===== config.mk =====
export PLATFORM = sky130hd
export DESIGN_NAME = exu_result_fifo
export DESIGN_NICKNAME = d
export VERILOG_FILES = /design/src/logic/exu_pkg.sv /design/src/logic/exu_result_fifo.sv
export VERILOG_INCLUDE_DIRS = /design/src /design/src/logic
export SDC_FILE = /design/constraint.sdc
export NUM_CORES = 1
export LEC_CHECK = 0
export BUFFER_PORTS_ARGS = -buffer_cell sky130_fd_sc_hd__buf_2
export CORE_MARGIN = 2
export CORE_UTILIZATION = 57
export DETAILED_ROUTE_END_ITERATION = 12
export PLACE_DENSITY = 0.82
export REMOVE_ABC_BUFFERS = 1
export SLEW_MARGIN = 40
export SYNTH_ARGS = -nofsm -noshare
export SYNTH_HDL_FRONTEND = slang
export SYNTH_SLANG_ARGS = --single-unit

===== constraint.sdc =====
create_clock -name pclk -period 9.37 [get_ports pclk]
set_input_delay 1.874 -clock pclk [delete_from_list [all_inputs] [get_ports pclk]]
set_output_delay 1.874 -clock pclk [all_outputs]
set_load 0.02 [all_outputs]

===== src/logic/exu_params.svh =====
`ifndef EXU_PARAMS_SVH
`define EXU_PARAMS_SVH

`define EXU_WORD_W       64
`define EXU_APB_ADDR_W   12
`define EXU_APB_DATA_W   32
`define EXU_MEM_WORDS    256
`define EXU_FIFO_DEPTH   4

`define REG_SRC1_LO      12'h000
`define REG_SRC1_HI      12'h004
`define REG_SRC2_LO      12'h008
`define REG_SRC2_HI      12'h00C
`define REG_OP           12'h010
`define REG_STATUS       12'h014   // [2:0] queue count, [8] head zero flag
`define REG_RES_LO       12'h018
`define REG_RES_HI       12'h01C   // read pops the queue head
`define REG_MADDR        12'h020
`define REG_MDATA_LO     12'h024
`define REG_MDATA_HI     12'h028   // write commits {hi, lo} to memory

`endif


===== src/logic/exu_pkg.sv =====
`default_nettype none

`include "exu_params.svh"

package exu_pkg;

    typedef logic [`EXU_WORD_W-1:0]                 exu_word_t;
    typedef logic [`EXU_WORD_W-1:0]                 exu_addr_t;
    typedef logic [$clog2(`EXU_MEM_WORDS)-1:0]      exu_midx_t;   // address bits 10:3
    typedef logic [$clog2(`EXU_FIFO_DEPTH+1)-1:0]   exu_count_t;
    typedef logic [`EXU_APB_ADDR_W-1:0]             exu_apb_addr_t;
    typedef logic [`EXU_APB_DATA_W-1:0]             exu_apb_data_t;

    typedef enum logic [4:0] {
        OP_ADDW  = 5'h00,
        OP_ADD   = 5'h01,
        OP_ADDH  = 5'h02,
        OP_LWU   = 5'h03,
        OP_LD    = 5'h04,
        OP_LBU   = 5'h05,
        OP_SUB   = 5'h06,
        OP_SUBN  = 5'h07,
        OP_SLTU  = 5'h08,
        OP_SRA   = 5'h09,
        OP_AND   = 5'h0A,
        OP_ANDM  = 5'h0B,   // both operands from memory
        OP_SLLW  = 5'h0C,
        OP_SLLWM = 5'h0D,
        OP_REMU  = 5'h0E,
        OP_XOR   = 5'h0F,
        OP_XORM  = 5'h10
    } exu_op_e;

endpackage

`default_nettype wire


===== src/logic/exu_result_fifo.sv =====
`default_nettype none

`include "exu_params.svh"

module exu_result_fifo import exu_pkg::*; (
    input  logic       pclk,
    input  logic       reset,
    input  logic       res_valid,
    input  exu_word_t  res_data,
    input  logic       res_zero,
    input  logic       pop,
    output exu_word_t  head_data,
    output logic       head_zero,
    output exu_count_t count
);

    localparam int PTR_W = $clog2(`EXU_FIFO_DEPTH);

    exu_word_t  data_q [`EXU_FIFO_DEPTH];
    logic       zero_q [`EXU_FIFO_DEPTH];
    logic [PTR_W-1:0] wr_ptr;
    logic [PTR_W-1:0] rd_ptr;
    logic       do_pop;

    assign do_pop    = pop && (count != '0);
    assign head_data = data_q[rd_ptr];
    assign head_zero = zero_q[rd_ptr];

    always_ff @(posedge pclk) begin
        if (res_valid) begin
            data_q[wr_ptr] <= res_data;   // room is guaranteed by issue credits
            zero_q[wr_ptr] <= res_zero;
        end
    end

    always_ff @(posedge pclk) begin
        if (reset) begin
            wr_ptr <= '0;
            rd_ptr <= '0;
            count  <= '0;
        end else begin
            wr_ptr <= wr_ptr + PTR_W'(res_valid);
            rd_ptr <= rd_ptr + PTR_W'(do_pop);
            count  <= count + exu_count_t'(res_valid) - exu_count_t'(do_pop);
        end
    end

endmodule

`default_nettype wire


# Word-level counts from Yosys, hierarchy flattened
# Memories as Yosys holds them, arrays and structs flattened. A register that Yosys moved wholly into a read port is not among the register bits.
# Index checks and enable logic that the tools add are counted.
# Widths: inputs -> output; s select.
[classes]
add_sub_neg = 4
muxes = 4
n_reduce_logical = 2
[ops]
columns = ["op", "n"]
rows = [
  ["$add 2x1->2", 2],
  ["$mux 2", 2],
  ["$add 3x1->3", 1],
  ["$reduce_bool 3->1", 1],
  ["$sub 3x1->3", 1],
  ["$mux 1", 2],
  ["$logic_and 1x1->1", 1],
]
[word_totals]
ff_bits = 7
ram_bits = 260
output_inout_bits = 68
word_cells = 15
n_memories = 2
[memory_table]
columns = ["memory", "words", "width", "read_ports", "rd_clocked_by_memory_dff", "write_ports", "line", "source"]
rows = [
  ["data_q", 4, 64, 1, 1, 1, "exu_result_fifo.sv:19", "exu_word_t data_q [`EXU_FIFO_DEPTH];"],
  ["zero_q", 4, 1, 1, 1, 1, "exu_result_fifo.sv:20", "logic zero_q [`EXU_FIFO_DEPTH];"],
]

# Logic depth before layout (Yosys ltp)
# Gate-level depths: netlist of run 1.
[depth]
word_depth = 4
mapped_depth = 7

# Worst setup path before layout of run 1
# OpenSTA, ideal clock, no wires.
[synth_path]
path_type = "input -> register"
start = "input res_valid"
end = "memory data_q[0][0] (netlist bit), enable pin"
setup_time_ps = 581
arrival_ps = 6576
t_required_ps = 8789
path_slack_ps = 2213
stages = 1
path_buffers = 0
cell_sequence = "nor3b_1"
[synth_via]
elab_chain_len = 2
[synth_lines]
columns = ["element", "line", "source"]
rows = [
  ["start, declared", "exu_result_fifo.sv:8", "input logic res_valid,"],
  ["$mux 1", "exu_result_fifo.sv:30", "if (res_valid) begin"],
  ["$mux 1 (implied by the code)", "exu_result_fifo.sv:31", "data_q[wr_ptr] <= res_data;"],
  ["end, declared", "exu_result_fifo.sv:19", ""],
]
# Every way passes these cells.

==> results.cfg, run 1 <==
[outcome]
status = completed

[detailed_routing]
finalWirelength_mm = 16.6
drt_pre_antenna_iters = 4
avgRoutedWirePerCell_um = 21.6
drc = 0
via_per_inst = 5.71
ant_nets = 0
vias = 4382
drtIter0Drc = 239

[power]
powerDensity_nw_per_um2 = 249
leakage_nw = 3.87
peakVddDrop_mv = 0.189

[timing]
min_period_ns = 4.65
rsz0062_at_grt = false
skew_ns = 0.00598
hold_violations = 0
maxSlewViolCount = 0
timing.hold.ws_ns = 0.616
slew-limit-headroom_pct = 52.4
period_share_pct = 49.6
tns_ns = 0
setup_viol = 0
tightest_slew_ns = 0.713
fmax_mhz = 215

[finish]
final_cell_mix = 260 x edfxtp_1, 136 x buf_2, 65 x mux4_2, 27 x clkbuf_16, 9 x clkinv_1
drive_gt1_share_pct = 45.0
syn_to_final_growth_pct = 18.2
final_area_um2 = 11500
fin_cells = 768
post-route-util_pct = 69.3
final_common_cell = edfxtp_1
fin_nets = 602

[yosys]
synth_area_leader_cell = edfxtp_1
syn_area_um2 = 9750
synthMuxAreaShare_pct = 15.3
synth_cell_types = 24
synth_top_area_share_pct = 80.0
synth-seq-cells = 267
synth_xor_area_share_pct = 0.321
synth_compound_area_share_pct = 0.167
synth_area_leaders = edfxtp_1 80%, mux4_2 15%, dfxtp_1 1.4%, buf_12 0.62%, buf_4 0.31%
syn_inst = 374
synthAdderAreaFrac_pct = 0.462
synth-simple-area-share_pct = 0.795
yosys_warnings = 0
synth_top_family_by_area = multiplexers
ys_seq_area_share_pct = 81.5
avgSynthCellArea_um2 = 26.1

[setup_path]
critPathKind = reg2out
cp_num_cells = 3
r2r-start = count[0]
slowest_stage = dfxtp_4
cp_max_fo = 35
path_cells = buf_4 -> mux4_2 -> buf_2
cp_data_required_time_ns = 7.50
setup.worst_path.start_class = register
cp_num_buf_inv = 2
cpLargestDelayFamily = buffers and inverters
cp.arrival_ns = 2.78
cp-end-kind = output pin
rr_worst_depth = 6
slowest_delay_ns = 0.77
crit_start = rd_ptr[0]

[worst_hold_path]
min_from = wr_ptr[1]
hp-class = reg2reg
hold_depth = 2

[place]
dp_hpwl_mm = 10.0
place.gp.congestion = 0.711
io_buffer_count = 136
dpl_cell_area_um2 = 10800
dp.cells = 722

[floorplanning]
initial_core_util_pct = 58.6
ios = 137
core_area_um2 = 16600
die_area_um2 = 18200
die_h_um = 135
dieWidth_um = 135
num_rows = 47

[clock_network]
clock-sinks = 267
htreeDepth = 1
cts-root-buf = clkbuf_16
cts_resized = 0
cts.clk_slew.worst_paths_ns = 0.06
tritoncts = done
cts_max_path_buffers = 3
cts_setup_buffers = 0
ctsHoldBuffers = 0
cts_made_buffers = 26
worstSkewPairLatency_ns = 0.51

[grt]
antenna_found_initial = 3
grt_pass1_vias = 4804
grt_pass1_wl_mm = 26.0
grt_max_degree = 66
grt-ovfl-total = 0
grt_usage_pct = 18.9

[flow_run]
drv_cap = 0
## sequential cells by signal (all words and copies together) (netlist names)
name	flops
count	3
data_q	256
rd_ptr	2
zero_q	4
wr_ptr	2
## cells in the mapped netlist
| library cell | count |
|---|---|
| o31ai_1 | 1 |
| nor2_1 | 7 |
| mux4_2 | 65 |
| buf_12 | 3 |
| fa_1 | 1 |
| nor2b_1 | 4 |
| nand2_1 | 1 |
| buf_4 | 4 |
| o311ai_0 | 1 |
| xnor3_1 | 1 |
| and3_1 | 1 |
| ha_1 | 2 |
| mux2i_1 | 1 |
| clkbuf_1 | 1 |
| and3b_1 | 1 |
| buf_6 | 1 |
| edfxtp_1 | 260 |
| nor3b_1 | 1 |
| mux2_2 | 2 |
| buf_2 | 4 |
| dfxtp_1 | 7 |
| xnor2_1 | 1 |
| buf_1 | 3 |
| inv_1 | 1 |
## tightest hold or removal path: cells and delay by family (launching register included)
| family | cells | cell delay, ns |
|---|---|---|
| DFF | 1 | 0.36 |
| xor gates and xnor gates | 1 | 0.17 |
| and+or+nand+nor | 1 | 0.04 |
## area by class of cell
cell class	count	area, um^2
antenna	1	2.50
clock buffer	34	702
clock inverter	11	68.8
fill	1038	5110
inverter	1	3.75
multi-input combinational	90	1690
sequential	267	7960
tap	220	275
timing repair buffer	144	833
## through the flow
step	worst slack, ns	total power [mW]
after floorplan	2.21	1.80
after global placement	5.16	1.94
after detailed placement	5.16	1.96
after CTS	4.60	2.90
after global routing	4.48	2.97
final	4.72	2.87
## cell families (layout without fill, tap and decap cells)
kind of cell               after synthesis  after routing
DFF                                    267            267
buffers and inverters                   17            190
muxes                                   68             68
other                                    0              1
and+or+nand+nor                         15             15
adders and majority gates                3              3
xor gates and xnor gates                 2              2
AOI/OAI and AO/OA                        2              2
## routing by layer
metal / share of wire, % / wire length [um] / track usage (%)
met1: 41 / 6780 / 25.6
met4: 2.2 / 361 / 4.39
met3: 7.2 / 1190 / 5.48
met2: 50 / 8240 / 31.1
met5: 0.17 / 28 / 0
## path summary, 6_finish.rpt
path                                      end  slack [ns]
worst max-delay path            head_data[59]        4.72
worst min-delay path                wr_ptr[1]        0.62
worst max register to register       count[1]        7.62
worst min register to register      wr_ptr[1]        0.62
## report_power, final
part | switching [mW] | total (mW) | internal [mW] | leakage (nW)
Sequential | 0.0488 | 1.43 | 1.38 | 2.45
Combinational | 0.269 | 0.502 | 0.233 | 1.05
Clock | 0.392 | 0.940 | 0.548 | 0.373
Note: power is estimated with default switching activity, not from simulation.
==> run 2, diff against run 1 <==
- clock period: 9.37 -> 4.9 ns (I/O delays scaled with it)
==> results.cfg, run 2 (synthesis gave the netlist of run 1 again) <==
[place]
place.gp.congestion = 0.707
dp_hpwl_mm = 10.1
io_buffer_count = 136
pre_cts_ws_ns = 1.83
dpl_cell_area_um2 = 10700

[detailed_routing]
drt_pre_antenna_iters = 4
finalWirelength_mm = 17.1
ant_nets = 0
vias = 4352
drtIter0Drc = 239
avgRoutedWirePerCell_um = 22.3
drc = 0
via_per_inst = 5.67

[timing]
min_period_ns = 3.52
maxSlewViolCount = 0
slew-limit-headroom_pct = 52.8
setup_viol = 0
hold_violations = 0
period_share_pct = 71.8
fmax_mhz = 284
rsz0062_at_grt = false
skew_ns = 0.0152
tightest_slew_ns = 0.709
layout_setup_ws_ns = 1.38

[finish]
largest-register = data_q
final_common_cell = edfxtp_1
fin_nets = 603
fill_cells = 1020
largest_reg_flops = 256
drive_gt1_share_pct = 46.1
insertedDiodeCount = 0
syn_to_final_growth_pct = 18.2
reg_top3 = data_q x256, zero_q x4, count x3
final_area_um2 = 11500
final_cell_mix = 260 x edfxtp_1, 136 x buf_2, 65 x mux4_2, 27 x clkbuf_16, 6 x nor2_1
post-route-util_pct = 69.3

[grt]
grt_max_degree = 66
grt_pass1_vias = 4837
antenna_found_initial = 2
grt-ovfl-total = 0
grt_usage_pct = 19.4
grt_pass1_wl_mm = 26.5

[power]
peakVddDrop_mv = 0.415
powerDensity_nw_per_um2 = 479
leakage_nw = 3.88
power_mw = 5.52

[floorplanning]
die_area_um2 = 18200
initial_core_util_pct = 58.6
num_rows = 47
core_area_um2 = 16600
die_h_um = 135
dieWidth_um = 135
ios = 137

[clock_network]
clock-sinks = 267
tritoncts = done
cts_made_buffers = 26
cts_max_path_buffers = 3
cts_setup_buffers = 0
cts_resized = 0
cts-root-buf = clkbuf_16
ctsHoldBuffers = 0
htreeDepth = 1
worstSkewPairLatency_ns = 0.51
cts.clk_slew.worst_paths_ns = 0.06

[setup_path]
cp-end-kind = output pin
critPathKind = reg2out
setup.worst_path.start_class = register
cp_data_required_time_ns = 3.92
rr_worst_depth = 3
cp_max_fo = 32
cp.arrival_ns = 2.54

[worst_hold_path]
hold_depth = 2
hp-class = reg2reg

[flow_run]
drv_cap = 0

[outcome]
status = completed
-- run 2: layer usage --
| metal | part of all wire, % | global-route usage, % | up-vias |
|---|---|---|---|
| li1 | - | - | 1917 |
| met1 | 40 | 24.3 | 2236 |
| met2 | 52 | 33.9 | 161 |
| met3 | 6.9 | 5.48 | 34 |
| met4 | 1.9 | 4.97 | 4 |
| met5 | 0.16 | 0 | - |
-- run 2: per-stage QoR --
stage	setup TNS (ns)	hold slack, ns	instances
after floorplan	-88.59	0.524	358
after global placement	0	0.555	719
after detailed placement	0	0.584	723
after CTS	0	0.595	767
after global routing	0	0.639	767
final	0	0.594	767
-- run 2: path summary, 6_finish.rpt --
kind | start | endpoint | slack (ns)
max | rd_ptr[0] | head_data[21] | 1.38
min | wr_ptr[1] | wr_ptr[1] | 0.59
max reg2reg | rd_ptr[0] | rd_ptr[1] | 3.00
min reg2reg | wr_ptr[1] | wr_ptr[1] | 0.59
-- run 2: report_power, final --
| part | switching (mW) | internal, mW |
|---|---|---|
| Combinational | 0.522 | 0.445 |
| Sequential | 0.0933 | 2.63 |
| Clock | 0.749 | 1.08 |
-- run 2: cell type report --
class / count / area, um^2 / share of cell area [%]
sequential: 267 / 7960 / 69.0
multi-input combinational: 90 / 1690 / 14.6
timing repair buffer: 145 / 815 / 7.07
clock buffer: 34 / 722 / 6.26
tap: 220 / 275 / 2.39
clock inverter: 10 / 68.8 / 0.597
inverter: 1 / 3.75 / 0.0326
-- run 2: worst max-delay path, stage by stage, from the launching register on --
cell and delay [ns]:
dfxtp_4 0.76, buf_4 0.45, mux4_2 0.59, buf_2 0.18
