===== config.mk =====
export PLATFORM = sky130hd
export DESIGN_NAME = exu_agen
export DESIGN_NICKNAME = d
export VERILOG_FILES = /design/src/logic/exu_pkg.sv /design/src/logic/exu_agen.sv
export VERILOG_INCLUDE_DIRS = /design/src /design/src/logic
export SDC_FILE = /design/constraint.sdc
export NUM_CORES = 1
export LEC_CHECK = 0
export ABC_AREA = 1
export BUFFER_PORTS_ARGS = -buffer_cell sky130_fd_sc_hd__buf_2
export CAP_MARGIN = 10
export CELL_PAD_IN_SITES_DETAIL_PLACEMENT = 0
export CELL_PAD_IN_SITES_GLOBAL_PLACEMENT = 1
export CORE_UTILIZATION = 35
export DETAILED_ROUTE_END_ITERATION = 10
export GPL_ROUTABILITY_DRIVEN = 0
export PLACE_DENSITY_LB_ADDON = 0.15
export SYNTH_ARGS = -nofsm -noshare
export SYNTH_HDL_FRONTEND = slang
export SYNTH_SLANG_ARGS = --single-unit

===== constraint.sdc =====
create_clock -name pclk -period 1.92 [get_ports pclk]
set_input_delay 0.096 -clock pclk [delete_from_list [all_inputs] [get_ports pclk]]
set_output_delay 0.096 -clock pclk [all_outputs]
set_load 0.05 [all_outputs]

===== src/logic/exu_params.svh =====
`ifndef EXU_PARAMS_SVH
`define EXU_PARAMS_SVH

`define EXU_WORD_W       64
`define EXU_APB_ADDR_W   12
`define EXU_APB_DATA_W   32
`define EXU_MEM_WORDS    256
`define EXU_FIFO_DEPTH   4

`define REG_SRC1_LO      12'h000
`define REG_SRC1_HI      12'h004
`define REG_SRC2_LO      12'h008
`define REG_SRC2_HI      12'h00C
`define REG_OP           12'h010
`define REG_STATUS       12'h014   // [2:0] queue count, [8] head zero flag
`define REG_RES_LO       12'h018
`define REG_RES_HI       12'h01C   // read pops the queue head
`define REG_MADDR        12'h020
`define REG_MDATA_LO     12'h024
`define REG_MDATA_HI     12'h028   // write commits {hi, lo} to memory

`endif


===== src/logic/exu_pkg.sv =====
`default_nettype none

`include "exu_params.svh"

package exu_pkg;

    typedef logic [`EXU_WORD_W-1:0]                 exu_word_t;
    typedef logic [`EXU_WORD_W-1:0]                 exu_addr_t;
    typedef logic [$clog2(`EXU_MEM_WORDS)-1:0]      exu_midx_t;   // address bits 10:3
    typedef logic [$clog2(`EXU_FIFO_DEPTH+1)-1:0]   exu_count_t;
    typedef logic [`EXU_APB_ADDR_W-1:0]             exu_apb_addr_t;
    typedef logic [`EXU_APB_DATA_W-1:0]             exu_apb_data_t;

    typedef enum logic [4:0] {
        OP_ADDW  = 5'h00,
        OP_ADD   = 5'h01,
        OP_ADDH  = 5'h02,
        OP_LWU   = 5'h03,
        OP_LD    = 5'h04,
        OP_LBU   = 5'h05,
        OP_SUB   = 5'h06,
        OP_SUBN  = 5'h07,
        OP_SLTU  = 5'h08,
        OP_SRA   = 5'h09,
        OP_AND   = 5'h0A,
        OP_ANDM  = 5'h0B,   // both operands from memory
        OP_SLLW  = 5'h0C,
        OP_SLLWM = 5'h0D,
        OP_REMU  = 5'h0E,
        OP_XOR   = 5'h0F,
        OP_XORM  = 5'h10
    } exu_op_e;

endpackage

`default_nettype wire


===== src/logic/exu_agen.sv =====
`default_nettype none

module exu_agen import exu_pkg::*; (
    input  logic      pclk,
    input  logic      reset,
    input  logic      issue_valid,
    input  exu_op_e   issue_op,
    input  exu_word_t issue_src1,
    input  exu_word_t issue_src2,
    output logic      s1_valid,
    output exu_op_e   s1_op,
    output exu_word_t s1_src1,
    output exu_word_t s1_src2,
    output exu_addr_t s1_addr_a,
    output exu_addr_t s1_addr_b
);

    exu_addr_t addr_a;
    exu_addr_t addr_b;

    always_comb begin
        addr_a = issue_src1 + issue_src2;   // single loads
        addr_b = '0;
        case (issue_op)
            OP_ANDM, OP_SLLWM: begin
                addr_a = issue_src1;
                addr_b = issue_src2;
            end
            OP_XORM: addr_a = issue_src1;   // src2 stays an operand
            default: ;
        endcase
    end

    always_ff @(posedge pclk) begin
        if (reset) begin
            s1_valid <= 1'b0;
        end else begin
            s1_valid <= issue_valid;
        end
    end

    always_ff @(posedge pclk) begin
        s1_op     <= issue_op;
        s1_src1   <= issue_src1;
        s1_src2   <= issue_src2;
        s1_addr_a <= addr_a;
        s1_addr_b <= addr_b;
    end

endmodule

`default_nettype wire


* Word level (Yosys, flattened, before mapping)
Index checks and enable logic that the tools add are counted.
** Storage, ports and cells
- Register bits after elaboration :: 262
- Latch bits :: 0
- Memory bits (writable) :: 0
- Memory bits (read-only) :: 0
- Input port bits :: 136
- Output and inout bits :: 262
- Logic and storage cells :: 13
- Memories :: 0
** Cells by class
- Add/subtract/negate cells :: 1
- $mul :: 0
- Divide/modulo/power cells :: 0
- Magnitude comparators :: 0
- Equal/unequal tests :: 3
- Shifts and indexed selects :: 0
- Mux-type cells :: 1
- Bitwise gates (word level) :: 0
- Reduce and logical (&&, ||, !) cells :: 2
** Operators with widths (count)
- adder 64 bit :: 1
- two-way mux 64 bit :: 1
- == test 5 x 4 -> 1 bit (second input constant) :: 2
- == test 5 bit (second input constant) :: 1
- OR reduction 3 bit :: 1
- OR reduction 2 bit :: 1

* Longest topological paths before layout
Gate-level depths: netlist (run 1).
- Depth after elaboration :: 3
- Mapped depth :: 15
- Depth with buffers taken out :: 15

* Least setup slack after synthesis (run 1)
OpenSTA, ideal clock, no wires.
- Path type :: in2reg
- Start :: input port issue_src1[0]
- End :: register s1_addr_a[60]
- Library setup time :: 113 ps
- Arrival time :: 1570 ps
- Data required time :: 1807 ps
- Slack :: 237 ps
- Cell stages on the path :: 14
- Buffers on the path :: 0
- Path through :: ha_1 -> fa_1 -> nand3_1 -> nand3_2 -> nand2_1 -> nand2_2 -> nand2_1 -> nand2_1 -> nand2_1 -> nand2_2 -> nand2_1 -> nand3_1 -> nand3_1 -> nand2_1
** Between the ends
- Cells in the longest elaborated chain, start to end :: 2
** Ends and longest elaborated chain
- from (decl) :: line exu_agen.sv:8 : input exu_word_t issue_src1,
- adder 64 bit :: line exu_agen.sv:22 : addr_a = issue_src1 + issue_src2;
- two-way mux 64 bit :: line exu_agen.sv:24 : case (issue_op)
- via addr_a[60] :: line exu_agen.sv:18 : exu_addr_t addr_a;
- to (signal assigned) :: line exu_agen.sv:46 : s1_addr_a <= addr_a;
- to (decl) :: line exu_agen.sv:14 : output exu_addr_t s1_addr_a,
The timed path passes the listed nets, and every way through them passes these cells.
A chain may end at the register's enable or synchronous reset.

* Final worst setup path (run 1)
- Start :: input port issue_src1[36]
- End :: register s1_addr_a[48]
Same word-level chain as after synthesis.

==> flow_summary_export.csv, run 1 <==
group,metric,value,unit
detailed_routing,drt-wirelength-per-cell,14.6,microns
finish,fill_cells,3496,
clock_tree,clk_pin_slew_worst_paths,0.07,ns
floorplan,ios,398,
synth,syn_avg_cell_area,6.75,sq um
synth,synth_area_leaders,"dfxtp_1 (42%), nand2_1 (21%), inv_1 (11%)",
min_path,min_path_type,"in2reg",
critical_path,cp.required,2.35,ns
pwr,power.total,0.0165,W
timing,period_needed,1.80,ns
status,status,"complete, no violations",
floorplan,die-area,0.0360,sq mm
clock_tree,h-tree-depth,1,
critical_path,worstPathMaxFanout,4,
synth,synthesis.area,0.0123,sq mm
global_routing,grt_pass1_wl,67.7,mm
pwr,peakVddDrop,0.761,mV
critical_path,worstPathCellList,"dlygate4sd3_1, ha_4, nand2_1, nor2_2, inv_2, nor2_2, inv_2, nor2_1, nand3_1, nand3_1, nand2_1, nand3_1, nand2_1",
critical_path,cp-end-kind,"flip-flop",
pwr,leakage,10.9,nW
placed_design,dpl.hpwl,35.1,mm
critical_path,critPathSlowestCell,"dlygate4sd3_1",
synth,netlist_instances,1830,
synth,yosysTopAreaCell,"dfxtp_1",
floorplan,rows,68,
finish,antennaDiodeCount,0,
timing,relSlewSlack,73.2,%
timing,clock.fmax,556,MHz
detailed_routing,dr_total_vias,13379,
floorplan,start_util,35.7,%
floorplan,die_h,190,microns
finish,final_nets,2806,
pwr,power_density,863,mW/mm^2
finish,area_delta_synth_final,54.8,%
timing,worst_slew_pin_slew,0.403,ns
critical_path,crit_type,"in2reg",
detailed_routing,drc,0,
synth,synth_top_area_share,42.5,%
finish,seq_area,0.00525,sq mm
finish,multi_input_area,0.00584,sq mm
placed_design,place_inst,2891,
timing,slew_viol_final,0,
timing,setup_viol,0,
critical_path,slowest_delay,0.61,ns
synth,synth-seq-cells,262,
finish,post-route-util,55.2,%
floorplan,coreArea,0.0346,sq mm
clock_tree,cts_buffer_depth,3,
detailed_routing,drt_pass1_iterations,5,
clock_tree,tritoncts,"built",
global_routing,grt_max_degree,74,
timing,finalCritPeriodShare,93.7,%
timing,report.final.hold_viol_count,0,
placed_design,pre_cts_slack,-0.275,ns
critical_path,cp_data_arrival_time,2.23,ns
global_routing,grt_pass1_vias,13325,
flow_run,cap_violations,0,
timing,rsz0062_at_grt,"false",
synth,synth_cell_types,32,
finish,drive_above_1_share,29.6,%
global_routing,grtUsageTotal,24.0,%
finish,fin_cells,3080,
synth,ys_seq_area_share,42.5,%
clock_tree,numCtsBuffers,27,
global_routing,grt-ovfl-total,0,
detailed_routing,wl,44.9,mm
synth,yosys_warnings,0,
detailed_routing,viasPerCell,4.34,
timing,worst_slack,0.121,ns
placed_design,port_buffers,397,
global_routing,antenna_found_initial,0,
clock_tree,root_buffer,"clkbuf_16",
detailed_routing,ant_nets,0,
critical_path,worstSetupStartpointType,"primary input",
synth,syn_nets,2030,
clock_tree,clock_sinks,262,
detailed_routing,first_iter_violations,597,
floorplan,die_x,190,microns
timing repair:
action,4_1_cts,5_1_grt
resized for setup,0,68
hold buffers,139,2
setup buffers,0,1
setup endpoints to repair,0,29
endpoints found under the hold margin,262,2
stage by stage:
| stage | setup TNS (ns) | cell area, sq um | hold slack (ns) |
|---|---|---|---|
| after global placement | -2.78 | 16500 | 0.216 |
| final | 0 | 19100 | 0.00433 |
| after CTS | 0 | 18800 | 0.0681 |
| after detailed placement | -3.70 | 16500 | 0.220 |
| after global routing | 0 | 19100 | 0.0283 |
| after floorplan | 0 | 12300 | 0.124 |
sequential cells by signal (all words and copies together), names as in the netlist:
name	flops
s1_valid	1
s1_op	5
s1_src2	64
s1_addr_b	64
s1_addr_a	64
s1_src1	64
cell usage after synthesis:
master	instances
a21boi_1	1
a21oi_1	42
and2_1	1
buf_2	8
buf_4	2
buf_6	1
clkbuf_1	8
clkinv_1	1
dfxtp_1	262
fa_1	1
ha_1	63
inv_1	371
inv_2	7
nand2_1	680
nand2_2	12
nand3_1	81
nand3_2	6
nand3b_1	8
nand4_1	11
nor2_1	162
nor2_2	17
nor2_4	2
nor3_1	9
nor3_2	4
nor3_4	2
nor4_1	2
nor4_4	1
o21ai_0	18
o21ai_1	14
o21bai_1	2
or2_2	2
xnor2_1	29
worst paths after layout:
kind	start	end	slack (ns)	cells past startpoint
worst max-delay path	issue_src1[36]	s1_addr_a[48]$_DFF_P_	0.12	13
worst min-delay path	issue_src2[36]	s1_addr_b[36]$_SDFF_PN0_	0.004	3
logic make-up after synthesis:
family / share of synthesized area [%]
AND/OR/NAND/NOR: 33.4
buffers and inverters: 12.3
flip-flops: 42.5
AO/OA/AOI/OAI: 3.18
adder cells (fa/ha/maj): 6.55
XOR/XNOR: 2.06
cells in the final DEF, fill, tap and decap left out, types with 2 or more instances in the layout:
cell type       Yosys  routed
xnor2_1            29      29
nor3_1              9       7
nor2_2             17      35
clkbuf_16           0      29
nor2_4              2       3
nand4_1            11      11
nand3_1            81      81
buf_2               8     394
o21ai_1            14      14
nand3_2             6       6
ha_4                0       8
ha_1               63      53
nand2_2            12      28
o21ai_0            18      18
nor3_2              4       4
clkinv_2            0       9
dlygate4sd3_1       0     139
a21oi_2             0       8
clkbuf_1            8       6
nor3_4              2       4
inv_1             371     370
dfxtp_1           262     262
nor2_1            162     143
nand3b_1            8       8
inv_2               7       7
buf_4               2     227
or2_2               2       2
clkinvlp_4          0       2
bufinv_16           0       2
dlymetal6s4s_1      0       2
a21oi_1            42      34
ha_2                0       2
nand2_1           680     664
o21bai_1            2       2
routing by layer:
metal / up-vias / wire [microns] / GRT usage [%]
li1: 6985 / - / -
met5: - / 0 / 0
met1: 5965 / 18300 / 27.6
met4: 0 / 1280 / 7.85
met3: 74 / 2400 / 3.19
met2: 355 / 22900 / 45.3
final cells by class:
type	count	area share (%)
Clock buffer	34	3.72
Tap cell	455	2.98
Inverter	379	7.47
Sequential cell	262	27.4
Clock inverter	14	0.687
Multi-Input combinational cell	1170	30.6
Timing Repair Buffer	766	27.2
worst max-delay path, delay by kind of cell:
| family | cells | cell delay [ns] |
|---|---|---|
| fa+ha+maj | 1 | 0.32 |
| simple gates | 9 | 1.08 |
| buf+inv | 3 | 0.73 |
power breakdown:
| part | switching (W) | internal [W] | total [W] |
|---|---|---|---|
| sequential | 0.000120 | 0.00590 | 0.00602 |
| combinational | 0.00362 | 0.00178 | 0.00541 |
| clock | 0.00217 | 0.00290 | 0.00507 |
(Power assumes the default switching activity.)
==> run 2: changes to the inputs <==
--- a/config.mk
+++ b/config.mk
@@ -11,7 +11,7 @@
 export CAP_MARGIN = 10
 export CELL_PAD_IN_SITES_DETAIL_PLACEMENT = 0
 export CELL_PAD_IN_SITES_GLOBAL_PLACEMENT = 1
-export CORE_UTILIZATION = 35
+export CORE_UTILIZATION = 32
 export DETAILED_ROUTE_END_ITERATION = 10
 export GPL_ROUTABILITY_DRIVEN = 0
 export PLACE_DENSITY_LB_ADDON = 0.15
==> constraint.sdc (replaced) <==
create_clock -name pclk -period 1.6 [get_ports pclk]
set_input_delay 0.08 -clock pclk [delete_from_list [all_inputs] [get_ports pclk]]
set_output_delay 0.08 -clock pclk [all_outputs]
set_load 0.05 [all_outputs]
==> flow_summary_export.csv, run 2 (synthesis gave the netlist of run 1 again) <==
group,metric,value,unit
status,status,"complete, no violations",
pwr,combPwrFrac,32.0,%
critical_path,slowest_delay,0.37,ns
detailed_routing,wl,45.7,mm
critical_path,crit_type,"in2reg",
pwr,pwr-share-seq,36.0,%
timing,worst_slack,0.0795,ns
critical_path,cp-end-kind,"flip-flop",
finish,area_delta_synth_final,54.4,%
floorplan,die_x,198,microns
global_routing,grtUsageTotal,22.9,%
critical_path,cp_data_arrival_time,1.98,ns
pwr,p_switching,0.00710,W
global_routing,grt_pass1_wl,69.4,mm
timing,holdWs,0.0337,ns
timing,setup_viol,0,
flow_run,cap_violations,0,
finish,final_nets,2813,
floorplan,start_util,32.6,%
clock_tree,clk_pin_slew_worst_paths,0.06,ns
detailed_routing,drt-wirelength-per-cell,14.5,microns
finish,final_common_cell,"nand2_1",
placed_design,pre_cts_slack,-0.604,ns
timing,period_needed,1.52,ns
clock_tree,tritoncts,"built",
floorplan,die_h,198,microns
critical_path,worstPathMaxFanout,4,
clock_tree,cts_buffer_depth,3,
critical_path,worstPathCellList,"buf_2, ha_2, fa_2, nand3_1, nand3_2, buf_4, nand4_1, nand3_2, buf_4, or2_2, nand3_1, nand2_1",
detailed_routing,drt_pass1_iterations,5,
clock_tree,numCtsBuffers,28,
finish,seq_area,0.00525,sq mm
critical_path,critPathSlowestCell,"fa_2",
critical_path,critPathTopFamily,"simple AND/OR/NAND/NOR gates",
global_routing,grt-ovfl-total,0,
global_routing,grt_pass1_vias,13179,
detailed_routing,first_iter_violations,547,
finish,final_cell_mix,"nand2_1 (674), buf_2 (397), inv_1 (371), dfxtp_1 (262), buf_4 (232)",
detailed_routing,viasPerCell,4.22,
detailed_routing,dr_total_vias,13276,
finish,post-route-util,50.4,%
timing,clock.fmax,658,MHz
pwr,power_density,1050,mW/mm^2
pwr,peakVddDrop,0.726,mV
clock_tree,root_buffer,"clkbuf_16",
floorplan,ios,398,
timing,rsz0062_at_grt,"false",
placed_design,port_buffers,397,
pwr,power_frac_clock,32.0,%
pwr,p_sw_share,35.4,%
floorplan,coreArea,0.0378,sq mm
clock_tree,clock_sinks,262,
timing,slew_viol_final,0,
min_path,min_path_type,"in2reg",
timing,finalCritPeriodShare,95.0,%
critical_path,path_buf_inv,3,
pwr,internal_power,0.0130,W
detailed_routing,ant_nets,0,
critical_path,worstSetupStartpointType,"primary input",
timing,worst_slew_pin_slew,0.402,ns
global_routing,antenna_found_initial,0,
finish,drive_above_1_share,28.2,%
timing,relSlewSlack,73.2,%
floorplan,die-area,0.0394,sq mm
clock_tree,h-tree-depth,1,
critical_path,cp.required,2.06,ns
global_routing,grt_max_degree,40,
placed_design,dpl.hpwl,36.3,mm
finish,fill_cells,3895,
timing,report.final.hold_viol_count,0,
floorplan,rows,71,
detailed_routing,drc,0,
finish,multi_input_area,0.00564,sq mm
pwr,leakage,10.9,nW
finish,antennaDiodeCount,0,
==> run 2: cell count changes in the layout (fill, tap and decap cells not counted), moves of 6 or more <==
| cell | previous run | this run |
|---|---|---|
| nand2_2 | 28 | 17 |
| ha_1 | 53 | 62 |
| clkbuf_8 | 1 | 7 |
| clkinv_2 | 9 | 2 |
| nor2_1 | 143 | 159 |
| ha_4 | 8 | 0 |
| nand2_1 | 664 | 674 |
| nor2_2 | 35 | 20 |
| a21oi_1 | 34 | 42 |
| a21oi_2 | 8 | 0 |
==> run 2: repair_timing <==
| item | 4_1_cts | 5_1_grt |
|---|---|---|
| setup endpoints to repair | 2 | 10 |
| endpoints found under the hold margin | 262 | 0 |
| gates resized for setup | 2 | 12 |
| hold buffers | 139 | 0 |
| cloned | 0 | 0 |
| buffers inserted | 0 | 2 |
==> run 2: metrics by stage <==
| stage | instance area (sq um) | power [W] | setup TNS, ns | cells |
|---|---|---|---|---|
| after floorplan | 12400 | 0.0112 | 0 | 1830 |
| after detailed placement | 16700 | 0.0135 | -19.79 | 2953 |
| after global routing | 19100 | 0.0211 | 0 | 3143 |
| after global placement | 16700 | 0.0135 | -19.23 | 2953 |
| final | 19100 | 0.0201 | 0 | 3143 |
| after CTS | 19000 | 0.0203 | 0 | 3141 |
==> run 2: power by group through the flow <==
stage / clock network [W] / logic (W) / registers (W)
after CTS: 0.00662 / 0.00645 / 0.00723
after global placement: 0 / 0.00613 / 0.00736
final: 0.00643 / 0.00643 / 0.00722
after global routing: 0.00690 / 0.00694 / 0.00728
after detailed placement: 0 / 0.00614 / 0.00736
after floorplan: 0 / 0.00188 / 0.00933
==> run 2: layout make-up <==
type | count | share of cell area [%]
Multi-Input combinational cell | 1170 | 29.6
Sequential cell | 262 | 27.5
Timing Repair Buffer | 772 | 27.3
Inverter | 379 | 7.46
Clock buffer | 43 | 4.45
Tap cell | 511 | 3.35
Clock inverter | 6 | 0.348
==> run 2: path summary, 6_finish.rpt <==
path	end	startpoint	depth (start not counted)
worst max-delay path	s1_addr_a[20]$_DFF_P_	issue_src2[0]	12
worst min-delay path	s1_addr_a[25]$_DFF_P_	issue_src2[25]	4
==> run 2: routing by layer <==
metal	up-vias	GRT usage [%]	wire (microns)
met4	0	6.47	1090
met3	58	3.20	2220
li1	6995	-	-
met2	336	42.9	23300
met5	-	0	0
met1	5887	27.0	19200
