==> config.mk <==
export PLATFORM = sky130hd
export DESIGN_NAME = exu_apb_regs
export DESIGN_NICKNAME = d
export VERILOG_FILES = /design/src/logic/exu_pkg.sv /design/src/logic/exu_apb_regs.sv
export VERILOG_INCLUDE_DIRS = /design/src /design/src/logic
export SDC_FILE = /design/constraint.sdc
export NUM_CORES = 1
export LEC_CHECK = 0
export BUFFER_PORTS_ARGS = -buffer_cell sky130_fd_sc_hd__buf_2
export CORE_MARGIN = 2
export CORE_UTILIZATION = 40
export DETAILED_ROUTE_END_ITERATION = 10
export PLACE_DENSITY = 0.8
export SLEW_MARGIN = 0
export SYNTH_ARGS = -nofsm -noshare
export SYNTH_HDL_FRONTEND = slang
export SYNTH_SLANG_ARGS = --single-unit
==> constraint.sdc <==
create_clock -name pclk -period 10.6 [get_ports pclk]
set_input_delay 0.53 -clock pclk [delete_from_list [all_inputs] [get_ports pclk]]
set_output_delay 0.53 -clock pclk [all_outputs]
set_load 0.1 [all_outputs]
==> src/logic/exu_params.svh <==
`ifndef EXU_PARAMS_SVH
`define EXU_PARAMS_SVH

`define EXU_WORD_W       64
`define EXU_APB_ADDR_W   12
`define EXU_APB_DATA_W   32
`define EXU_MEM_WORDS    256
`define EXU_FIFO_DEPTH   4

`define REG_SRC1_LO      12'h000
`define REG_SRC1_HI      12'h004
`define REG_SRC2_LO      12'h008
`define REG_SRC2_HI      12'h00C
`define REG_OP           12'h010
`define REG_STATUS       12'h014   // [2:0] queue count, [8] head zero flag
`define REG_RES_LO       12'h018
`define REG_RES_HI       12'h01C   // read pops the queue head
`define REG_MADDR        12'h020
`define REG_MDATA_LO     12'h024
`define REG_MDATA_HI     12'h028   // write commits {hi, lo} to memory

`endif

==> src/logic/exu_pkg.sv <==
`default_nettype none

`include "exu_params.svh"

package exu_pkg;

    typedef logic [`EXU_WORD_W-1:0]                 exu_word_t;
    typedef logic [`EXU_WORD_W-1:0]                 exu_addr_t;
    typedef logic [$clog2(`EXU_MEM_WORDS)-1:0]      exu_midx_t;   // address bits 10:3
    typedef logic [$clog2(`EXU_FIFO_DEPTH+1)-1:0]   exu_count_t;
    typedef logic [`EXU_APB_ADDR_W-1:0]             exu_apb_addr_t;
    typedef logic [`EXU_APB_DATA_W-1:0]             exu_apb_data_t;

    typedef enum logic [4:0] {
        OP_ADDW  = 5'h00,
        OP_ADD   = 5'h01,
        OP_ADDH  = 5'h02,
        OP_LWU   = 5'h03,
        OP_LD    = 5'h04,
        OP_LBU   = 5'h05,
        OP_SUB   = 5'h06,
        OP_SUBN  = 5'h07,
        OP_SLTU  = 5'h08,
        OP_SRA   = 5'h09,
        OP_AND   = 5'h0A,
        OP_ANDM  = 5'h0B,   // both operands from memory
        OP_SLLW  = 5'h0C,
        OP_SLLWM = 5'h0D,
        OP_REMU  = 5'h0E,
        OP_XOR   = 5'h0F,
        OP_XORM  = 5'h10
    } exu_op_e;

endpackage

`default_nettype wire

==> src/logic/exu_apb_regs.sv <==
`default_nettype none

`include "exu_params.svh"

module exu_apb_regs import exu_pkg::*; (
    input  logic          pclk,
    input  logic          reset,
    input  logic          psel,
    input  logic          penable,
    input  logic          pwrite,
    input  exu_apb_addr_t paddr,
    input  exu_apb_data_t pwdata,
    output exu_apb_data_t prdata,
    output logic          pready,
    output logic          pslverr,
    input  exu_word_t     head_data,
    input  logic          head_zero,
    input  exu_count_t    count,
    output logic          issue_valid,
    output exu_op_e       issue_op,
    output exu_word_t     issue_src1,
    output exu_word_t     issue_src2,
    output logic          mem_we,
    output exu_midx_t     mem_widx,
    output exu_word_t     mem_wdata,
    output logic          pop
);

    exu_word_t     src1;
    exu_word_t     src2;
    exu_op_e       last_op;
    exu_midx_t     maddr;
    exu_apb_data_t mdata_lo;
    exu_apb_data_t mdata_hi;
    exu_count_t    credits;
    logic          mapped;
    logic          read_only;
    logic          op_bad;
    logic          empty_read;
    logic          err;
    logic          done;
    logic          wr_ok;
    logic          rd_ok;

    function automatic logic op_known(exu_apb_data_t code);
        logic known;
        known = 1'b0;
        case (code[4:0])
            OP_ADDW, OP_ADD, OP_ADDH, OP_LWU, OP_LD, OP_LBU,
            OP_SUB, OP_SUBN, OP_SLTU, OP_SRA, OP_AND, OP_ANDM,
            OP_SLLW, OP_SLLWM, OP_REMU, OP_XOR, OP_XORM: known = 1'b1;
            default: known = 1'b0;
        endcase
        return known && (code[31:5] == '0);
    endfunction

    always_comb begin
        mapped    = 1'b1;
        read_only = 1'b0;
        prdata    = '0;
        case (paddr)
            `REG_SRC1_LO:  prdata = src1[31:0];
            `REG_SRC1_HI:  prdata = src1[63:32];
            `REG_SRC2_LO:  prdata = src2[31:0];
            `REG_SRC2_HI:  prdata = src2[63:32];
            `REG_OP:       prdata = exu_apb_data_t'(last_op);
            `REG_STATUS: begin
                prdata    = {23'b0, head_zero, 5'b0, count};
                read_only = 1'b1;
            end
            `REG_RES_LO: begin
                prdata    = head_data[31:0];
                read_only = 1'b1;
            end
            `REG_RES_HI: begin
                prdata    = head_data[63:32];
                read_only = 1'b1;
            end
            `REG_MADDR:    prdata = exu_apb_data_t'(maddr);
            `REG_MDATA_LO: prdata = mdata_lo;
            `REG_MDATA_HI: prdata = mdata_hi;
            default:       mapped = 1'b0;
        endcase
    end

    assign op_bad     = (paddr == `REG_OP) && !op_known(pwdata);
    assign empty_read = !pwrite && (count == '0) &&
                        ((paddr == `REG_RES_LO) || (paddr == `REG_RES_HI));
    assign err        = !mapped || (pwrite && (read_only || op_bad)) || empty_read;

    // no credit left, so a valid op write waits for a pop
    assign pready  = !(psel && penable && pwrite && (paddr == `REG_OP) && !op_bad &&
                       (credits == '0));
    assign done    = psel && penable && pready;
    assign pslverr = done && err;
    assign wr_ok   = done && pwrite && !err;
    assign rd_ok   = done && !pwrite && !err;

    assign issue_valid = wr_ok && (paddr == `REG_OP);
    assign issue_op    = exu_op_e'(pwdata[4:0]);
    assign issue_src1  = src1;
    assign issue_src2  = src2;

    assign mem_we    = wr_ok && (paddr == `REG_MDATA_HI);
    assign mem_widx  = maddr;
    assign mem_wdata = {pwdata, mdata_lo};

    assign pop = rd_ok && (paddr == `REG_RES_HI);

    always_ff @(posedge pclk) begin
        if (reset) begin
            credits <= exu_count_t'(`EXU_FIFO_DEPTH);
        end else begin
            case ({issue_valid, pop})
                2'b10:   credits <= credits - 1'b1;
                2'b01:   credits <= credits + 1'b1;
                default: credits <= credits;   // none or both
            endcase
        end
    end

    always_ff @(posedge pclk) begin
        if (wr_ok) begin
            case (paddr)
                `REG_SRC1_LO:  src1[31:0]  <= pwdata;
                `REG_SRC1_HI:  src1[63:32] <= pwdata;
                `REG_SRC2_LO:  src2[31:0]  <= pwdata;
                `REG_SRC2_HI:  src2[63:32] <= pwdata;
                `REG_OP:       last_op     <= issue_op;
                `REG_MADDR:    maddr       <= pwdata[$bits(exu_midx_t)-1:0];
                `REG_MDATA_LO: mdata_lo    <= pwdata;
                `REG_MDATA_HI: mdata_hi    <= pwdata;
                default: ;
            endcase
        end
    end

endmodule

`default_nettype wire

Yosys cells after proc, flatten, opt, wreduce, memory -nomap -nowiden
Memories as Yosys holds them, arrays and structs flattened.
Index checks and enable logic that the tools add are counted.
{"block": "word_totals", "wordCells": 72, "output_inout_bits": 242, "ff_bits": 208, "romBits": 32, "mem_count": 1, "inputBits": 117}
{"name": "(no name shown)", "words": 32, "word_bits": 1, "rd": 1, "rd_ports_with_merged_regs": 0, "write_ports": 0, "line": "exu_apb_regs.sv:48", "source": "case (code[4:0])"}
{"block": "classes", "eq_ne": 12, "add_sub_neg": 2, "muxes": 4, "n_reduce_logical": 44}
{"op": "$pmux 32 s11", "n": 1}
{"op": "$eq 12x5->1 const B", "n": 4}
{"op": "$eq 12x6->1 const B", "n": 3}
{"op": "$logic_not 27->1", "n": 1}
{"op": "$eq 12x4->1 const B", "n": 2}
{"op": "$logic_and 1x1->1", "n": 19}
{"op": "$reduce_and 2->1", "n": 8}
{"op": "$eq 12x3->1 const B", "n": 1}
{"op": "$logic_not 12->1", "n": 1}
{"op": "$reduce_or 11->1", "n": 1}
{"op": "$logic_not 1->1", "n": 6}
{"op": "$logic_not 3->1", "n": 2}
{"op": "$pmux 3 s2", "n": 1}
{"op": "$logic_or 1x1->1", "n": 4}
{"op": "$add 3x1->3 const B", "n": 1}
{"op": "$reduce_or 3->1", "n": 1}
{"op": "$sub 3x1->3 const B", "n": 1}
{"op": "$eq 2x1->1 const B", "n": 1}
{"op": "$eq 2x2->1 const B", "n": 1}
{"op": "$mux 1", "n": 2}
{"op": "$reduce_bool 2->1", "n": 1}

Depth between registers and ports, before layout
Gate-level depths: netlist of run 1.
{"block": "depth", "depth_word": 14, "depth_mapped": 13, "depth_no_buf": 11}

Worst setup path before layout of run 1
No wires, ideal clock.
{"block": "synth_path", "path_type": "input to register", "start": "in paddr[1]", "end": "reg mdata_hi[0] (enable)", "setup_ns": 0.632, "slack_ns": 2.298, "cell_stages": 5, "arrival_ns": 7.670, "t_required_ns": 9.968, "n_path_buf": 2, "cell_sequence": "or4_4 > or3_4 > buf_6 > clkbuf_1 > nor4_1"}
{"block": "synth_via", "elab_chain_len": 10, "elab_cells_between_ends": 33, "classes_between": "eq/ne (10); mux (2); reduce/logical (21)"}
{"item": "start: declaration", "line": "exu_apb_regs.sv:11", "source": "input exu_apb_addr_t paddr,"}
{"item": "$eq 12x5->1", "line": "exu_apb_regs.sv:61", "source": "case (paddr)"}
{"item": "$reduce_or 3->1 (no line) or $logic_and 1x1->1 (tied branches)"}
{"item": "$mux 1 or $logic_not 1->1 (tied branches)", "line": "exu_apb_regs.sv:61, exu_apb_regs.sv:92"}
{"item": "$logic_or 1x1->1 or $logic_and 1x1->1 (tied branches)", "line": "exu_apb_regs.sv:89, exu_apb_regs.sv:92"}
{"item": "$logic_and 1x1->1, on equally long branches", "line": "exu_apb_regs.sv:89, exu_apb_regs.sv:92"}
{"item": "$logic_or 1x1->1 or $logic_not 1->1 (tied branches)", "line": "exu_apb_regs.sv:89, exu_apb_regs.sv:92"}
{"item": "$logic_or 1x1->1 or $logic_and 1x1->1 (tied branches)", "line": "exu_apb_regs.sv:89, exu_apb_regs.sv:94"}
{"item": "$logic_not 1->1 or $logic_and 1x1->1 (tied branches)", "line": "exu_apb_regs.sv:96", "source": "assign wr_ok = done && pwrite && !err;"}
{"item": "$logic_and 1x1->1", "line": "exu_apb_regs.sv:96"}
{"item": "$reduce_and 2->1 (no line) (*)"}
{"item": "end signal: assignment", "line": "exu_apb_regs.sv:132", "source": "`REG_MDATA_HI: mdata_hi <= pwdata;"}
{"item": "end: declaration", "line": "exu_apb_regs.sv:34", "source": "exu_apb_data_t mdata_hi;"}
Every way passes the cells marked *; elsewhere a longest branch is shown, timed or not.
A chain may end at the register's enable or synchronous reset.

Worst setup path after layout of run 1
{"block": "layout_path", "start": "in paddr[4]", "end": "out prdata[0]"}
{"block": "layout_via", "elab_chain_len": 2, "elab_cells_between_ends": 12, "classes_between": "eq/ne (10); mux (1); reduce/logical (1)"}
{"item": "$eq 12x6->1 (tied with other cells)", "line": "exu_apb_regs.sv:61"}
{"item": "$pmux 32 s11 (*)", "line": "exu_apb_regs.sv:61"}
{"item": "end: declaration", "line": "exu_apb_regs.sv:13", "source": "output exu_apb_data_t prdata,"}
Marked as above.

==> results of run 1 <==
area by class of cell:
| cell class | count | area share (%) |
|---|---|---|
| timing repair buffer | 375 | 16.3 |
| inverter | 3 | 0.0955 |
| clock buffer | 26 | 4.98 |
| multi-input combinational | 323 | 21.4 |
| tap | 285 | 3.02 |
| clock inverter | 14 | 1.47 |
| sequential | 208 | 52.7 |
worst paths after layout:
path | from | endpoint
worst max-delay path | paddr[4] | prdata[0]
worst min-delay path | reset | credits[1]
worst min register to register | credits[1] | credits[1]
worst max register to register | credits[0] | credits[2]
synth_stat cells, types with 11 or more instances:
library cell / n
a222oi_1: 11
nor3_1: 12
mux2i_1: 48
buf_2: 15
o21ai_0: 14
a21oi_1: 17
nand2_1: 27
o22ai_1: 12
nand3_1: 11
edfxtp_1: 205
a22oi_1: 27
nor2_1: 20
buf_4: 38
clkbuf_1: 19
metal layers:
layer / share of wire (%) / vias up / GRT usage (%)
li1: - / 3089 / -
met1: 39 / 3684 / 37.1
met2: 48 / 507 / 46.8
met3: 9.1 / 76 / 5.54
met4: 3.2 / 2 / 9.83
met5: 0.031 / - / 0
logic make-up after synthesis:
family,Yosys count,share of synthesized area (%)
compound gates,136,10.9
xor+xnor,2,0.191
fa+ha+maj,2,0.355
buf+inv,79,5.08
flops,208,67.9
mux,62,7.95
simple gates,121,7.61
registers in the layout (all words and copies together) (netlist names):
name / cells
issue_src1: 64
mdata_hi: 32
mdata_lo: 32
mem_widx: 8
issue_src2: 64
last_op: 5
credits: 3
through the flow:
| stage | hold slack, ps | total power, mW |
|---|---|---|
| after floorplan | 523 | 1.03 |
| after global placement | 541 | 1.08 |
| after detailed placement | 556 | 1.08 |
| after CTS | 188 | 1.89 |
| after global routing | 200 | 1.93 |
| final | 203 | 1.89 |
report_power, final:
| group | internal (mW) | switching (mW) |
|---|---|---|
| clock network | 0.494 | 0.325 |
| registers | 0.902 | 0.0000214 |
| logic | 0.0413 | 0.125 |
cells in the final DEF (no fill, tap or decap), types with 4 or more instances in the layout:
cell | synthesis | layout
a21oi_1 | 17 | 17
a221oi_1 | 8 | 8
a222oi_1 | 11 | 11
a22o_1 | 9 | 9
a22oi_1 | 27 | 27
a32oi_1 | 5 | 5
buf_2 | 15 | 357
buf_4 | 38 | 18
bufinv_16 | 0 | 4
clkbuf_16 | 0 | 23
clkinv_2 | 0 | 5
edfxtp_1 | 205 | 205
mux2_2 | 6 | 6
mux2i_1 | 48 | 48
mux4_2 | 8 | 8
nand2_1 | 27 | 27
nand3_1 | 11 | 11
nor2_1 | 20 | 20
nor2b_1 | 6 | 4
nor3_1 | 12 | 10
nor3_2 | 2 | 4
nor4_1 | 10 | 7
o211ai_1 | 5 | 5
o21ai_0 | 14 | 14
o21ai_1 | 5 | 5
o221ai_1 | 4 | 4
o22ai_1 | 12 | 12
o32ai_1 | 4 | 4
==> impl_metrics.toml, run 1 <==
[run_status]
status = "finished, final reports clean"

[finish]
postLayoutCoreUtil_pct = 52.3
multi_input_area_um2 = 2530
drive_gt1_share_pct = 46.8
final_cell_area_um2 = 11800
diodes = 0
seqCellArea_um2 = 6220
final_cells = 1234
final_nets = 1053
fillers = 1940
area_delta_synth_final_pct = 28.8

[floorplanning]
pin_count = 359
chipWidth_um = 155
die_h_um = 155
start_util_pct = 40.6
row_count = 55
dieArea_um2 = 24100
coreArea_um2 = 22600

[worst_setup_path]
path_depth = 7
cp_data_required_time_ps = 10070
criticalPathCategory = "primary input to primary output"
path_buf_inv = 2
ff2ff_setup_slack_ps = 8250
crit_family = "simple AND/OR/NAND/NOR gates"
start_kind = "primary input"
critical_path.most_common_cell = "buf_2"
critPathSlowestCell = "nor2_1"
ff2ff_path_depth = 9
critPathCaptureType = "primary output"
crit_fanout = 22
path_cells = "buf_2 > nor2b_1 > nand2_1 > nor2_1 > a221oi_1 > a21oi_1 > buf_2"
critPathArrivalTime_ps = 3690
worst_path_largest_cell_delay_ps = 920

[clock_network]
cts.sinks = 208
cts_max_path_buffers = 3
cts_resized = 0
insertion_delay_ps = 510
cts.clk_slew.worst_paths_ps = 60
cts_tree = "done"
cts_inserted_buffers = 23
root_buffer = "clkbuf_16"
cts_max_level = 1
hold_buffers = 0
cts_setup_buffers = 0

[sta]
finalHoldViolations = 0
finalSetupViolations = 0
final.setup_skew_ps = 12.1
slew-limit-headroom_pct = 16.7
min_period_over_period_pct = 39.8
period_minus_slack_ps = 4220
fmax_ghz = 0.237
tightestPinTransition_ps = 1250
slew_viol_final = 0
layout_setup_ws_ps = 6380
rsz0062_at_grt = "false"
fin_tns_setup_ps = 0

[run]
drv_cap = 0

[placement]
dp_hpwl_um = 24700
dp.cells = 1194
port_buffers = 358
gp_congestion = 0.855
placed_area_um2 = 11000
place_ws_ps = 6200

[synthesis]
yosys_warnings = 0
ys_ff_latch = 208
async_reset_ff_share_pct = 0
yosys.area.top_type = "edfxtp_1"
synth_top_area_share_pct = 67.2
yosys.cell_types.count = 62
synth_nets = 729
synth.avg_cell_area_um2 = 15.0
synth_edf_count = 205
synthTopCellsByArea = "edfxtp_1 67%, mux2i_1 5.2%, buf_4 3.1%"
ys_seq_area_share_pct = 67.9
syn_area_um2 = 9160
synth_flop_cell = "edfxtp_1"
syn-instance-count = 610

[global_routing]
grtUsageTotal_pct = 28.1
grt_pass1_wl_um = 49200
grt_antenna_before_repair = 1
grt_max_degree = 47
grt_pass1_vias = 7373
grt-ovfl-total = 0

[routing]
postRouteWirelength_um = 35200
vias_per_cell = 5.96
drtIter0Drc = 796
first_pass_iters = 4
drc = 0
antenna_left = 0
route.vias.total = 7358
routedWlPerCell_um = 28.6

[power]
vdd_drop_max_v = 0.000127
power.density_nw_per_um2 = 160
p_leak_nw = 4.56

[hold_path]
hp-class = "primary input to register"
hold_depth = 2
(Power assumes the default switching activity.)
==> inputs of run 2 (changes only) <==
--- a/config.mk
+++ b/config.mk
@@ -10,7 +10,7 @@
 export CORE_MARGIN = 2
 export CORE_UTILIZATION = 40
 export DETAILED_ROUTE_END_ITERATION = 10
-export PLACE_DENSITY = 0.8
+export PLACE_DENSITY = 0.82
 export SLEW_MARGIN = 0
 export SYNTH_ARGS = -nofsm -noshare
 export SYNTH_HDL_FRONTEND = slang
==> constraint.sdc (replaced) <==
create_clock -name pclk -period 3.64 [get_ports pclk]
set_input_delay 0.182 -clock pclk [delete_from_list [all_inputs] [get_ports pclk]]
set_output_delay 0.182 -clock pclk [all_outputs]
set_load 0.1 [all_outputs]
==> run 2 against run 1 <==
Against the previous run:
- core utilization grew 4.1 points
- clock-buffer cell count grew 2
- via count increased by 3.9%
- critical endpoint is now credits[2]
==> impl_metrics.toml, run 2 (synthesis gave the netlist of run 1 again) <==
[finish]
multi_input_area_um2 = 2590
drive_gt1_share_pct = 48.0
final_nets = 1107
final_cell_area_um2 = 12700
area_delta_synth_final_pct = 38.9
fillers = 1836
final_cells = 1290
postLayoutCoreUtil_pct = 56.3
seqCellArea_um2 = 6220
final_common_cell = "buf_2"
layout.cells.most_common_list = "327 x buf_2, 205 x edfxtp_1, 50 x buf_4"

[sta]
tightestPinTransition_ps = 822
finalHoldViolations = 0
final.setup_skew_ps = 9.14
min_period_over_period_pct = 92.3
hold_ws_ps = 9.35
rsz0062_at_grt = "false"
finalSetupViolations = 0
slew-limit-headroom_pct = 44.8
fmax_ghz = 0.298
period_minus_slack_ps = 3360
fin_tns_setup_ps = 0
slew_viol_final = 0

[clock_network]
cts_max_path_buffers = 3
root_buffer = "clkbuf_16"
cts_setup_buffers = 0
cts_max_level = 1
cts.clk_slew.worst_paths_ps = 60
hold_buffers = 20
cts_resized = 0
cts.sinks = 208
cts_tree = "done"
insertion_delay_ps = 500
cts_inserted_buffers = 23

[routing]
postRouteWirelength_um = 36900
drc = 0
vias_per_cell = 5.93
antenna_left = 0
routedWlPerCell_um = 28.6
drtIter0Drc = 854
route.vias.total = 7646
first_pass_iters = 7

[worst_setup_path]
start_kind = "primary input"
critPathArrivalTime_ps = 3730
r2r_start = "credits[0]"
criticalPathCategory = "primary input to register"
crit-reg2reg-capture = "credits[2]"
critPathCaptureType = "register"
ff2ff_setup_slack_ps = 1360
ff2ff_path_depth = 9
crit_fanout = 8
cp_data_required_time_ps = 4010

[floorplanning]
coreArea_um2 = 22600
chipWidth_um = 155
start_util_pct = 40.6
pin_count = 359
die_h_um = 155
row_count = 55
dieArea_um2 = 24100

[global_routing]
grt_max_degree = 26
grtUsageTotal_pct = 29.8
grt_pass1_wl_um = 51800
grt-ovfl-total = 0
grt_pass1_vias = 7742
grt_antenna_before_repair = 1

[power]
power.density_nw_per_um2 = 418
vdd_drop_max_v = 0.000488
p_leak_nw = 4.91

[hold_path]
hp-class = "primary input to register"
min_from = "pwdata[6]"
hold_end = "issue_src1[6]"
hold_depth = 1

[run_status]
status = "finished, final reports clean"

[placement]
dp_hpwl_um = 26400
gp_congestion = 0.909
dp.cells = 1228
port_buffers = 358
placed_area_um2 = 11800

[run]
drv_cap = 0
-- run 2: cell count changes in the layout (fill, tap and decap cells not counted), sizes merged --
cell,change
dlygate4sd3,+20
clkbuf,+2
clkinv,-1
buf,+34
bufinv,-3
diode,+1
clkinvlp,+3
-- run 2: worst max-delay path, stage by stage --
cell           delay [ps]
dlygate4sd3_1         550
buf_2                 190
nor4_1                470
nand4_1               240
a211oi_1              310
a32oi_1               220
or3b_1                480
ha_4                  180
inv_1                  60
fa_1                  180
xor2_1                180
nor3_1                 50
or3b_2                430
-- run 2: routing by layer --
metal | vias up | GRT usage, % | part of all wire (%)
met2 | 563 | 49.5 | 48
met5 | - | 0 | 0.035
met1 | 3796 | 38.6 | 38
met3 | 93 | 6.99 | 11
li1 | 3192 | - | -
met4 | 2 | 10.1 | 3.5
-- run 2: how the worst max path moves through the flow --
| stage | slack, ps | endpoint | startpoint |
|---|---|---|---|
| 6_report | 280 | credits[2] | pwdata[10] |
| 3_3_place_gp | 310 | credits[2] | paddr[1] |
| 5_1_grt | 150 | credits[2] | pwdata[21] |
| 4_1_cts | 330 | credits[2] | pwdata[10] |
| 3_5_place_dp | 230 | credits[2] | paddr[1] |
| 2_1_floorplan | -160 | mdata_hi[0] | paddr[1] |
-- run 2: report_power, final --
part           internal (mW)  total (mW)  leakage (nW)  switching [mW]
registers               2.63        2.63          1.87       0.0000588
logic                  0.147       0.523          2.71           0.377
clock network           1.23        2.16         0.335           0.927
total                   4.01        5.31          4.91            1.30
-- run 2: metrics by stage --
stage / setup slack, ps / power, mW
floorplan: -156 / 3.00
global placement: 307 / 3.17
detailed placement: 229 / 3.18
CTS: 330 / 5.32
global route: 151 / 5.44
finish: 281 / 5.31
-- run 2: cell type report --
type | count | area share (%)
Tap cell | 285 | 2.80
Antenna cell | 1 | 0.0197
Timing Repair Buffer | 429 | 22.4
Clock inverter | 13 | 0.777
Sequential cell | 208 | 48.9
Multi-Input combinational cell | 323 | 20.3
Clock buffer | 28 | 4.67
Inverter | 3 | 0.0885
